File: src/design/trig_pattern_pkg.sv
`default_nettype none

package trig_pattern_pkg;

	// Bits per pattern word, and bit cycles per frame
	localparam int word_width = 8;

	// Bit counter width within one frame
	localparam int frame_count_width = 3;

	// Frames between two self-triggered words
	localparam int self_period_frames = 16;

	// Frame counter width for the self-trigger period
	localparam int period_count_width = $clog2(self_period_frames);

	// Number of words in one pattern sequence
	localparam int pattern_length = 4;

	// Pattern words in sending order, index 0 goes first
	// All of them have the top bit set so a receiver can find the start
	localparam logic [0:pattern_length-1][word_width-1:0] pattern_words = {
		8'b11110000,
		8'b10000001,
		8'b10001000,
		8'b10101010
	};

	// Sequencer token, names the word to be sent next
	typedef enum logic [1:0] {
		tok_first,
		tok_second,
		tok_third,
		tok_fourth
	} token_t;

	// One frame worth of output
	typedef struct packed {
		logic                  valid;
		logic [word_width-1:0] word;
	} frame_word_t;

	// Idle frame, nothing to send
	localparam frame_word_t idle_frame = '{
		valid: 1'b0,
		word:  '0
	};

endpackage

`default_nettype wire

File: src/design/trigger_edge_detect.sv
`default_nettype none

module trigger_edge_detect (
	input  logic clock,
	input  logic reset1,
	input  logic trigger_in,
	input  logic frame_last,
	input  logic consume,
	output logic trigger_pending
);

	// Oldest sample in bit 2, newest in bit 0
	logic [2:0] trigger_stream;
	logic       rising;

	// Edge seen once the input has passed the first two stages
	assign rising = (trigger_stream[2:1] == 2'b01);

	always_ff @(posedge clock) begin
		if (reset1) begin
			trigger_stream <= '0;
		end else begin
			trigger_stream <= {trigger_stream[1:0], trigger_in};
		end
	end

	// A new edge wins over the clear at a boundary
	always_ff @(posedge clock) begin
		if (reset1) begin
			trigger_pending <= 1'b0;
		end else if (rising) begin
			trigger_pending <= 1'b1;
		end else if (frame_last && consume) begin
			trigger_pending <= 1'b0;
		end
	end

endmodule

`default_nettype wire

File: src/design/frame_timer.sv
`default_nettype none

module frame_timer (
	input  logic clock,
	input  logic reset1,
	output logic frame_last,
	output logic period_tick
);

	localparam logic [trig_pattern_pkg::frame_count_width-1:0] last_bit =
		trig_pattern_pkg::frame_count_width'(trig_pattern_pkg::word_width - 1);
	localparam logic [trig_pattern_pkg::period_count_width-1:0] last_frame =
		trig_pattern_pkg::period_count_width'(trig_pattern_pkg::self_period_frames - 1);

	logic [trig_pattern_pkg::frame_count_width-1:0]  bit_count;
	logic [trig_pattern_pkg::period_count_width-1:0] frame_count;

	// Final bit cycle of every frame
	assign frame_last = (bit_count == last_bit);

	// Final bit cycle of the last frame in the period
	assign period_tick = frame_last && (frame_count == last_frame);

	always_ff @(posedge clock) begin
		if (reset1) begin
			bit_count <= '0;
		end else if (frame_last) begin
			bit_count <= '0;
		end else begin
			bit_count <= bit_count + 1'b1;
		end
	end

	// Advances once per frame
	always_ff @(posedge clock) begin
		if (reset1) begin
			frame_count <= '0;
		end else if (period_tick) begin
			frame_count <= '0;
		end else if (frame_last) begin
			frame_count <= frame_count + 1'b1;
		end
	end

endmodule

`default_nettype wire

File: src/design/pattern_sequencer.sv
`default_nettype none

module pattern_sequencer (
	input  logic                          clock,
	input  logic                          reset1,
	input  logic                          frame_last,
	input  logic                          self_triggered_mode,
	input  logic                          trigger_pending,
	input  logic                          period_tick,
	output logic                          consume,
	output trig_pattern_pkg::frame_word_t next_frame,
	output logic                          sync
);

	trig_pattern_pkg::token_t token;
	trig_pattern_pkg::token_t token_next;
	logic                     start;

	// Frame timer starts words in self-triggered mode, the trigger input otherwise
	assign start = self_triggered_mode ? period_tick : trigger_pending;

	// External requests are only used up in external mode
	assign consume = frame_last && !self_triggered_mode && trigger_pending;

	always_comb begin
		case (token)
			trig_pattern_pkg::tok_first:  token_next = trig_pattern_pkg::tok_second;
			trig_pattern_pkg::tok_second: token_next = trig_pattern_pkg::tok_third;
			trig_pattern_pkg::tok_third:  token_next = trig_pattern_pkg::tok_fourth;
			default:                      token_next = trig_pattern_pkg::tok_first;
		endcase
	end

	always_ff @(posedge clock) begin
		if (reset1) begin
			token <= trig_pattern_pkg::tok_first;
		end else if (frame_last && start) begin
			token <= token_next;
		end
	end

	// Word decided here goes out one frame later
	always_ff @(posedge clock) begin
		if (reset1) begin
			next_frame <= trig_pattern_pkg::idle_frame;
		end else if (frame_last) begin
			if (start) begin
				next_frame.valid <= 1'b1;
				next_frame.word  <= trig_pattern_pkg::pattern_words[token];
			end else begin
				next_frame <= trig_pattern_pkg::idle_frame;
			end
		end
	end

	// Sync rises with the first word and falls with the second
	always_ff @(posedge clock) begin
		if (reset1) begin
			sync <= 1'b0;
		end else if (frame_last && start) begin
			if (token == trig_pattern_pkg::tok_first) begin
				sync <= 1'b1;
			end else if (token == trig_pattern_pkg::tok_second) begin
				sync <= 1'b0;
			end
		end
	end

endmodule

`default_nettype wire

File: src/design/word_serializer.sv
`default_nettype none

module word_serializer (
	input  logic                          clock,
	input  logic                          reset1,
	input  logic                          frame_last,
	input  trig_pattern_pkg::frame_word_t next_frame,
	output logic                          serial_out,
	output logic [7:0]                    led_word
);

	logic [trig_pattern_pkg::word_width-1:0] shift_reg;
	logic [trig_pattern_pkg::word_width-1:0] load_word;

	// Idle frames send zeros whatever the word field holds
	assign load_word = next_frame.valid ? next_frame.word : '0;

	// MSB first
	assign serial_out = shift_reg[trig_pattern_pkg::word_width-1];

	always_ff @(posedge clock) begin
		if (reset1) begin
			shift_reg <= '0;
		end else if (frame_last) begin
			shift_reg <= load_word;
		end else begin
			shift_reg <= {shift_reg[trig_pattern_pkg::word_width-2:0], 1'b0};
		end
	end

	// LEDs hold the word of the current frame
	always_ff @(posedge clock) begin
		if (reset1) begin
			led_word <= '0;
		end else if (frame_last) begin
			led_word <= load_word;
		end
	end

endmodule

`default_nettype wire

File: src/design/trig_pattern_top.sv
`default_nettype none

module trig_pattern_top (
	input  logic       clock,
	input  logic       reset1,
	input  logic       trigger_in,
	input  logic       self_triggered_mode,
	output logic       serial_out,
	output logic       sync,
	output logic [7:0] led_word
);

	logic                          trigger_pending;
	logic                          consume;
	logic                          frame_last;
	logic                          period_tick;
	trig_pattern_pkg::frame_word_t next_frame;

	trigger_edge_detect trigger_edge_detect_i (
		.clock           (clock),
		.reset1          (reset1),
		.trigger_in      (trigger_in),
		.frame_last      (frame_last),
		.consume         (consume),
		.trigger_pending (trigger_pending)
	);

	frame_timer frame_timer_i (
		.clock       (clock),
		.reset1      (reset1),
		.frame_last  (frame_last),
		.period_tick (period_tick)
	);

	pattern_sequencer pattern_sequencer_i (
		.clock               (clock),
		.reset1              (reset1),
		.frame_last          (frame_last),
		.self_triggered_mode (self_triggered_mode),
		.trigger_pending     (trigger_pending),
		.period_tick         (period_tick),
		.consume             (consume),
		.next_frame          (next_frame),
		.sync                (sync)
	);

	word_serializer word_serializer_i (
		.clock      (clock),
		.reset1     (reset1),
		.frame_last (frame_last),
		.next_frame (next_frame),
		.serial_out (serial_out),
		.led_word   (led_word)
	);

endmodule

`default_nettype wire

File: config.mk
export PLATFORM = sky130hd
export DESIGN_NAME = trig_pattern_top
export DESIGN_NICKNAME = d
export VERILOG_FILES = /design/src/design/trig_pattern_pkg.sv /design/src/design/trigger_edge_detect.sv /design/src/design/frame_timer.sv /design/src/design/pattern_sequencer.sv /design/src/design/word_serializer.sv /design/src/design/trig_pattern_top.sv
export SDC_FILE = /design/constraint.sdc
export NUM_CORES = 1
export LEC_CHECK = 0
export BUFFER_PORTS_ARGS = -buffer_cell sky130_fd_sc_hd__buf_2
export CORE_MARGIN = 2
export CORE_UTILIZATION = 56
export DETAILED_ROUTE_END_ITERATION = 12
export PLACE_DENSITY = 0.8
export RECOVER_POWER = 100
export SYNTH_ARGS = -nofsm -noshare
export SYNTH_HDL_FRONTEND = slang
export SYNTH_SLANG_ARGS = --single-unit
File: constraint.sdc
create_clock -name clock -period 2 [get_ports clock]
set_clock_uncertainty 0.15 [all_clocks]
set_input_delay 0.1 -clock clock [delete_from_list [all_inputs] [get_ports clock]]
set_output_delay 0.1 -clock clock [all_outputs]
set_load 0.03 [all_outputs]
Word-level counts from Yosys, hierarchy flattened:

Cells that the tools add are included.
Widths: inputs -> output; s select.

* multiplexer cells: 12
* add/sub/neg operators: 2
* reduce and logical (&&, ||, !) cells: 13
* equal/unequal tests: 5
* magnitude comparators: 1
* bitwise logic cells: 2

Operators with widths (number)
* $mux 8: 4
* $bmux 8 s2: 1
* $mux 9: 1
* $pmux 2 s3: 1
* $reduce_or 2->1: 3
* $logic_and 1x1->1: 5
* $mux 1: 5
* $add 4x1->4 const B: 1
* $eq 2x1->1 const B: 2
* $eq 4x4->1 const B: 1
* $reduce_bool 2->1: 2
* $add 3x1->3 const B: 1
* $eq 3x3->1 const B: 1
* $ge 3x3->1 const B: 1
* $not 2->3: 1
* $eq 2x2->1 const B: 1
* $logic_not 2->1: 1
* $reduce_and 2->1: 1
* $logic_not 1->1: 1
* $not 1->1: 1

* input port bits: 4
* word-level logic and storage cells: 46
* flip-flop bits (word level): 39

Depth between registers and ports, before layout:

Gate-level depths: netlist of run 1.

* word-level depth: 6
* gate-level depth with buffers: 6
* mapped depth without buffers: 5

Modules after synthesis:

Synthesis of run 1 repeated with hierarchy kept, for this count alone.

* cells, all modules: 144
* area total of the unflattened synthesis: 1467.7 sq um

By module, submodules not included
* word_serializer: seq. area each 320.3 sq um, instances 1, cells each 58, area an instance 559.3 sq um
* pattern_sequencer: seq. area each 180.2 sq um, instances 1, cells each 50, area an instance 494.2 sq um
* frame_timer: seq. area each 140.1 sq um, instances 1, cells each 26, area an instance 290.3 sq um
* trigger_edge_detect: seq. area each 80.1 sq um, instances 1, cells each 10, area an instance 123.9 sq um

Worst setup path before layout of run 1:

OpenSTA, ideal clock, no wires.

* path kind: register -> register
* from: reg frame_timer_i.bit_count[0] in the netlist's numbering
* to: reg word_serializer_i.led_word[0]
* cell stages (with the launch flop): 6
* setup slack: 0.354 ns
* data arrival time: 1.379 ns
* data required time: 1.734 ns
* cells stage by stage: dfxtp_1 ha_1 ha_1 and2_0 and3_1 a31o_2

* word-level cells in the longest chain between the ends: 1

RTL lines
* start, declared: RTL line frame_timer.sv:15 `logic [trig_pattern_pkg::frame_count_width-1:0] bit_count;`
* start signal, assigned: RTL line frame_timer.sv:30 `bit_count <= bit_count + 1'b1;`
* $eq 3x3->1: RTL line frame_timer.sv:19 `assign frame_last = (bit_count == last_bit);`
* end signal, assigned: RTL line word_serializer.sv:36 `led_word <= load_word;`
* end, declared: RTL line word_serializer.sv:9 `output logic [7:0] led_word`

No other way between the ends.
A chain may end at the register's enable or synchronous reset.

Final worst setup path of run 1:

* from: reg frame_timer_i.bit_count[0] in the netlist's numbering
* to: reg trigger_edge_detect_i.trigger_pending

* word-level cells in the longest chain between the ends: 5

RTL lines
* $eq 3x3->1 *: RTL line frame_timer.sv:19
* $logic_and 1x1->1 (2 in a row): RTL line pattern_sequencer.sv:23 `assign consume = frame_last && !self_triggered_mode && trigger_pending;`
* $logic_and 1x1->1 *: RTL line trigger_edge_detect.sv:33 `end else if (frame_last && consume) begin`
* $reduce_bool 2->1 (no line) *
* end signal, assigned: RTL line trigger_edge_detect.sv:30 `trigger_pending <= 1'b0;`
* end signal, assigned: RTL line trigger_edge_detect.sv:32 `trigger_pending <= 1'b1;`
* end signal, assigned: RTL line trigger_edge_detect.sv:34 `trigger_pending <= 1'b0;`
* end, declared: RTL line trigger_edge_detect.sv:9 `output logic trigger_pending`

Mark *: on every way between the ends. The rest lies on a longest branch, timed or not.

==> out/metrics.cfg, run 1 <==
[yosys]
postSynthCellCount=138
synthesis.nets=150
yosys.cell_types.count=33
ys_ff_latch=34
ys_seq_area_share_pct=51.71
yosys_warnings=0
avgSynthCellArea_um2=9.538
synth_area_um2=1316

[global_routing]
antenna_found_initial=0
gr-usage-all-layers_pct=19.49
grt_start_max_net_pins=19
grt_pass1_wl_mm=3.753
gr-total-overflow=0
grt_pass1_vias=834

[finish]
final_area_um2=1483
mostFrequentLayoutCells=dfxtp_1, nand2_1, a21oi_1
nets=168
final_common_cell=dfxtp_1
drive_gt1_share_pct=11.46
antenna_cells=0
areaGrowthSynthToFinish_pct=12.64
largest_register_ffs=8

[critical_path]
startpoint_type=register
crit_start=frame_timer_i.bit_count[0]
endpoint_kind=register
critPathMaxFanout=4
critPathArrivalTime_ps=1920
r2r_start=frame_timer_i.bit_count[0]
criticalPathCategory=register to register
cp.required_ps=2070

[die]
io_pins=14
rows=17
dieHeight_um=52.48
die-area_um2=2754
coreArea_um2=2212
initial_core_util_pct=59.50
die_x_um=52.48

[sta]
finalHoldViolCount=0
fin_crit_ps=1855
tns_ps=0
tightest_slew_ps=538.6
fin_ws_ps=145.0
slew_headroom_pct=64.02
fmax_ghz=0.5391
final.period_utilization_pct=92.75
report.final.setup_viol=0
slew_viol_final=0
grt_setup_unrepaired=false

[placed_design]
dp_slack_ps=347.0
gp_congestion=0.7241
place.port_buffers=12
placed_area_um2=1381
hpwl_mm=1.591

[power]
combinationalPowerShare_pct=3.8
power.switching_mw=0.2419
p_leak_nw=0.5767
power.share.sequential_pct=61.8
swShare_pct=21.67
peakVddDrop_v=0.0005391
p_per_area_nw_per_um2=753.0
total_power_mw=1.117
power.internal_mw=0.8746
clkPwrFrac_pct=34.5

[route]
drtAntennaViolNets=0
drtIter0Drc=13
drc=0
vias=966
drt_pass1_iterations=4
wl_per_cell_um=12.37
via_per_inst=5.222
drt_wl_total_mm=2.288

[clocking]
cts.sinks=34
clock_latency_ps=330
clock_path_buffers=2
clk_pin_slew_ps=100
cts_buffers=5
cts_tree=done
cts_setup_buffers=0
root_buffer=clkbuf_4
cts.htree.levels=2

[worst_hold_path]
hold_path_class=register to register
hp-start=frame_timer_i.bit_count[0]

[flow_run]
cap_violations=0

[outcome]
outcome=complete, no violations

-- stage by stage --
step,cells,util [%],hold WS [ps]
floorplan,138,-,78.18
global placement,172,62.44,164.3
detailed placement,172,62.44,175.8
CTS,185,67.42,297.9
global route,185,67.02,313.7
finish,185,67.02,293.5
-- power groups by stage --
stage | clock network, mW | logic (mW) | registers (mW)
after detailed placement | 0 | 0.0348 | 0.705
final | 0.385 | 0.0422 | 0.690
after floorplan | 0 | 0.0274 | 0.704
after global routing | 0.418 | 0.0474 | 0.691
after global placement | 0 | 0.0328 | 0.704
after CTS | 0.392 | 0.0422 | 0.690
-- critical path, cell delays in order (launching register included) --
cell	delay, ps
dfxtp_1	350
ha_1	190
ha_2	230
inv_1	40
o21ai_0	140
a21oi_1	90
dlygate4sd3_1	570
-- worst paths after layout --
path                                                 to  slack [ps]  cells after the start
setup / recovery  trigger_edge_detect_i.trigger_pending         150                      6
hold / removal               frame_timer_i.bit_count[0]         290                      1
setup reg to reg  trigger_edge_detect_i.trigger_pending         150                      6
hold reg to reg              frame_timer_i.bit_count[0]         290                      1
-- what timing repair did --
action,in CTS,in global routing
hold buffers,5,0
hold endpoints to repair,8,0
setup endpoints to repair,0,1
resized for setup,0,1
-- routing by layer --
layer / track usage (%) / wire [um] / up-vias
met5: 0 / 0 / -
met4: 7.692 / 33 / 0
met3: 7.714 / 84 / 5
met2: 30.83 / 1164 / 13
met1: 23.59 / 1006 / 447
li1: - / - / 501
-- final cells by class --
type / instances / area (um^2)
Sequential cell: 34 / 680.7
Clock buffer: 7 / 55.05
Inverter: 5 / 18.77
Clock inverter: 1 / 5.005
Tap cell: 28 / 35.03
Fill cell: 194 / 729.5
Timing Repair Buffer: 20 / 121.4
Multi-Input combinational cell: 90 / 566.8
-- Yosys cell counts --
| cell | number | area (um^2) |
|---|---|---|
| mux2i_1 | 2 | 20.02 |
| xnor2_1 | 1 | 8.760 |
| o31ai_1 | 1 | 7.510 |
| o211ai_1 | 4 | 30.03 |
| xor2_1 | 2 | 17.52 |
| o2111ai_1 | 1 | 8.760 |
| nand4_1 | 1 | 6.260 |
| a32o_1 | 1 | 10.01 |
| conb_1 | 1 | 3.750 |
| a31o_2 | 1 | 8.760 |
| buf_1 | 2 | 7.510 |
| dfxtp_1 | 34 | 680.7 |
| and3_1 | 1 | 6.260 |
| and2_1 | 3 | 18.77 |
| and2_0 | 1 | 6.260 |
| o21ai_0 | 2 | 10.01 |
| nor2b_1 | 6 | 37.54 |
| buf_6 | 1 | 11.26 |
| ha_1 | 8 | 100.1 |
| nand2_1 | 19 | 71.32 |
| nor3_1 | 2 | 10.01 |
| inv_1 | 5 | 18.77 |
| a41o_2 | 1 | 11.26 |
| o21ai_2 | 1 | 8.760 |
| clkbuf_1 | 1 | 3.750 |
| o21a_1 | 1 | 7.510 |
| mux2_4 | 1 | 15.01 |
| buf_4 | 2 | 15.01 |
| nand2b_1 | 2 | 12.51 |
| nor2_1 | 9 | 33.78 |
| buf_2 | 3 | 15.01 |
| a21oi_1 | 17 | 85.08 |
| and4_1 | 1 | 8.760 |
-- logic make-up (layout without fill, tap and decap cells) --
kind of cell	Yosys count	in the layout	share of synthesized area (%)
compound gates	30	30	14.26
simple gates	45	45	16.07
xor+xnor	3	3	1.997
flops	34	34	51.71
fa+ha+maj	8	8	7.605
other cells	1	1	0.2849
mux	3	3	2.661
buf+inv	14	33	5.418
Note: power is estimated with default switching activity, not from simulation.
==> run 2: changes to the inputs <==
CORE_MARGIN = 1   (was 2)
==> out/metrics.cfg, run 2 (synthesis gave the netlist of run 1 again) <==
[finish]
areaGrowthSynthToFinish_pct=10.65
nets=167
drive_gt1_share_pct=10.97
antenna_cells=0
final_common_cell=dfxtp_1
largest_register_ffs=8
mostFrequentLayoutCells=dfxtp_1, nand2_1, a21oi_1
final_area_um2=1456
final_core_util_pct=65.84

[clocking]
clk_pin_slew_ps=90
cts_buffers=5
root_buffer=clkbuf_4
cts_tree=done
clock_latency_ps=320
cts.sinks=34
cts_setup_buffers=0
clock_path_buffers=2
cts.htree.levels=2

[critical_path]
r2r_start=frame_timer_i.bit_count[0]
r2r-end=trigger_edge_detect_i.trigger_pending
worst-r2r-setup-slack_ps=120
startpoint_type=register
r2r_cells=6
critPathArrivalTime_ps=1950
endpoint_kind=register
path_delay_family=buffers and inverters
cp_num_cells=6
criticalPathCategory=register to register
crit_start=frame_timer_i.bit_count[0]
critPathSlowestCell=dlygate4sd3_1
cp.required_ps=2070
path_cells=ha_1 > ha_2 > inv_1 > o21ai_0 > a21oi_1 > dlygate4sd3_1
slowest_delay_ps=560
critPathMaxFanout=4
cp.buffers_inverters=2

[worst_hold_path]
hold_path_class=input port to register
hp-start=self_triggered_mode
whs_path_depth=4
hold_path_end=pattern_sequencer_i.next_frame[5]

[global_routing]
antenna_found_initial=0
grt_pass1_wl_mm=3.857
gr-usage-all-layers_pct=20.65
grt_start_max_net_pins=20
gr-total-overflow=0
grt_pass1_vias=902

[die]
dieHeight_um=50.48
initial_core_util_pct=59.50
io_pins=14
rows=17
die-area_um2=2548
coreArea_um2=2212
die_x_um=50.48

[placed_design]
gp_congestion=0.7497
hpwl_mm=1.583
place.port_buffers=12
placed_area_um2=1381

[route]
vias=929
via_per_inst=5.077
drtAntennaViolNets=0
drt_pass1_iterations=4
drtIter0Drc=16
drc=0
drt_wl_total_mm=2.178
wl_per_cell_um=11.90

[sta]
fmax_ghz=0.5307
fin_crit_ps=1884
slew_viol_final=0
whs_ps=120.7
finalHoldViolCount=0
grt_setup_unrepaired=false
tns_ps=0
final.period_utilization_pct=94.21
report.final.setup_viol=0

[power]
total_power_mw=1.064
p_per_area_nw_per_um2=730.5
peakVddDrop_v=0.0006025
p_leak_nw=0.5662

[flow_run]
cap_violations=0

[outcome]
outcome=complete, no violations

run 2: repair_timing:
action                                 CTS  global route
resized for setup                        0             1
endpoints found under the hold margin    7             0
setup endpoints to repair                0             1
hold buffers                             4             0
run 2: final cells by class:
type	count	area (um^2)
multi-input combinational	90	563.0
clock inverter	2	10.01
clock buffer	5	37.54
timing repair buffer	19	111.4
tap	28	35.03
fill	206	755.7
inverter	5	18.77
sequential	34	680.7
run 2: per-stage QoR:
step | instances | setup slack (ps)
after floorplan | 138 | 354.4
after global placement | 172 | 327.9
after detailed placement | 172 | 283.4
after CTS | 183 | 120.4
after global routing | 183 | 30.22
final | 183 | 115.8
run 2: worst min-delay path, cell delays in order:
cell and delay (ps):
buf_2 100, nor2b_1 110, o21ai_0 180, a21oi_1 60
run 2: where the power goes:
part | total, mW | switching, mW | internal (mW)
logic | 0.0410 | 0.0235 | 0.0176
registers | 0.689 | 0.00363 | 0.685
clock network | 0.334 | 0.208 | 0.126
run 2: metal layers:
metal / up-vias / global-route usage (%) / part of all wire [%]
li1: 490 / - / -
met1: 426 / 23.61 / 48
met2: 11 / 34.89 / 48
met3: 2 / 8.182 / 3.7
met4: 0 / 6.944 / 0.55
met5: - / 0 / 0
run 2: how the worst max path moves through the flow:
stage / to / slack, ps
after global placement: pattern_sequencer_i.token[0] / 330
final: trigger_edge_detect_i.trigger_pending / 120
after floorplan: word_serializer_i.led_word[0] / 350
after detailed placement: word_serializer_i.shift_reg[4] / 280
after CTS: trigger_edge_detect_i.trigger_pending / 120
after global routing: trigger_edge_detect_i.trigger_pending / 30
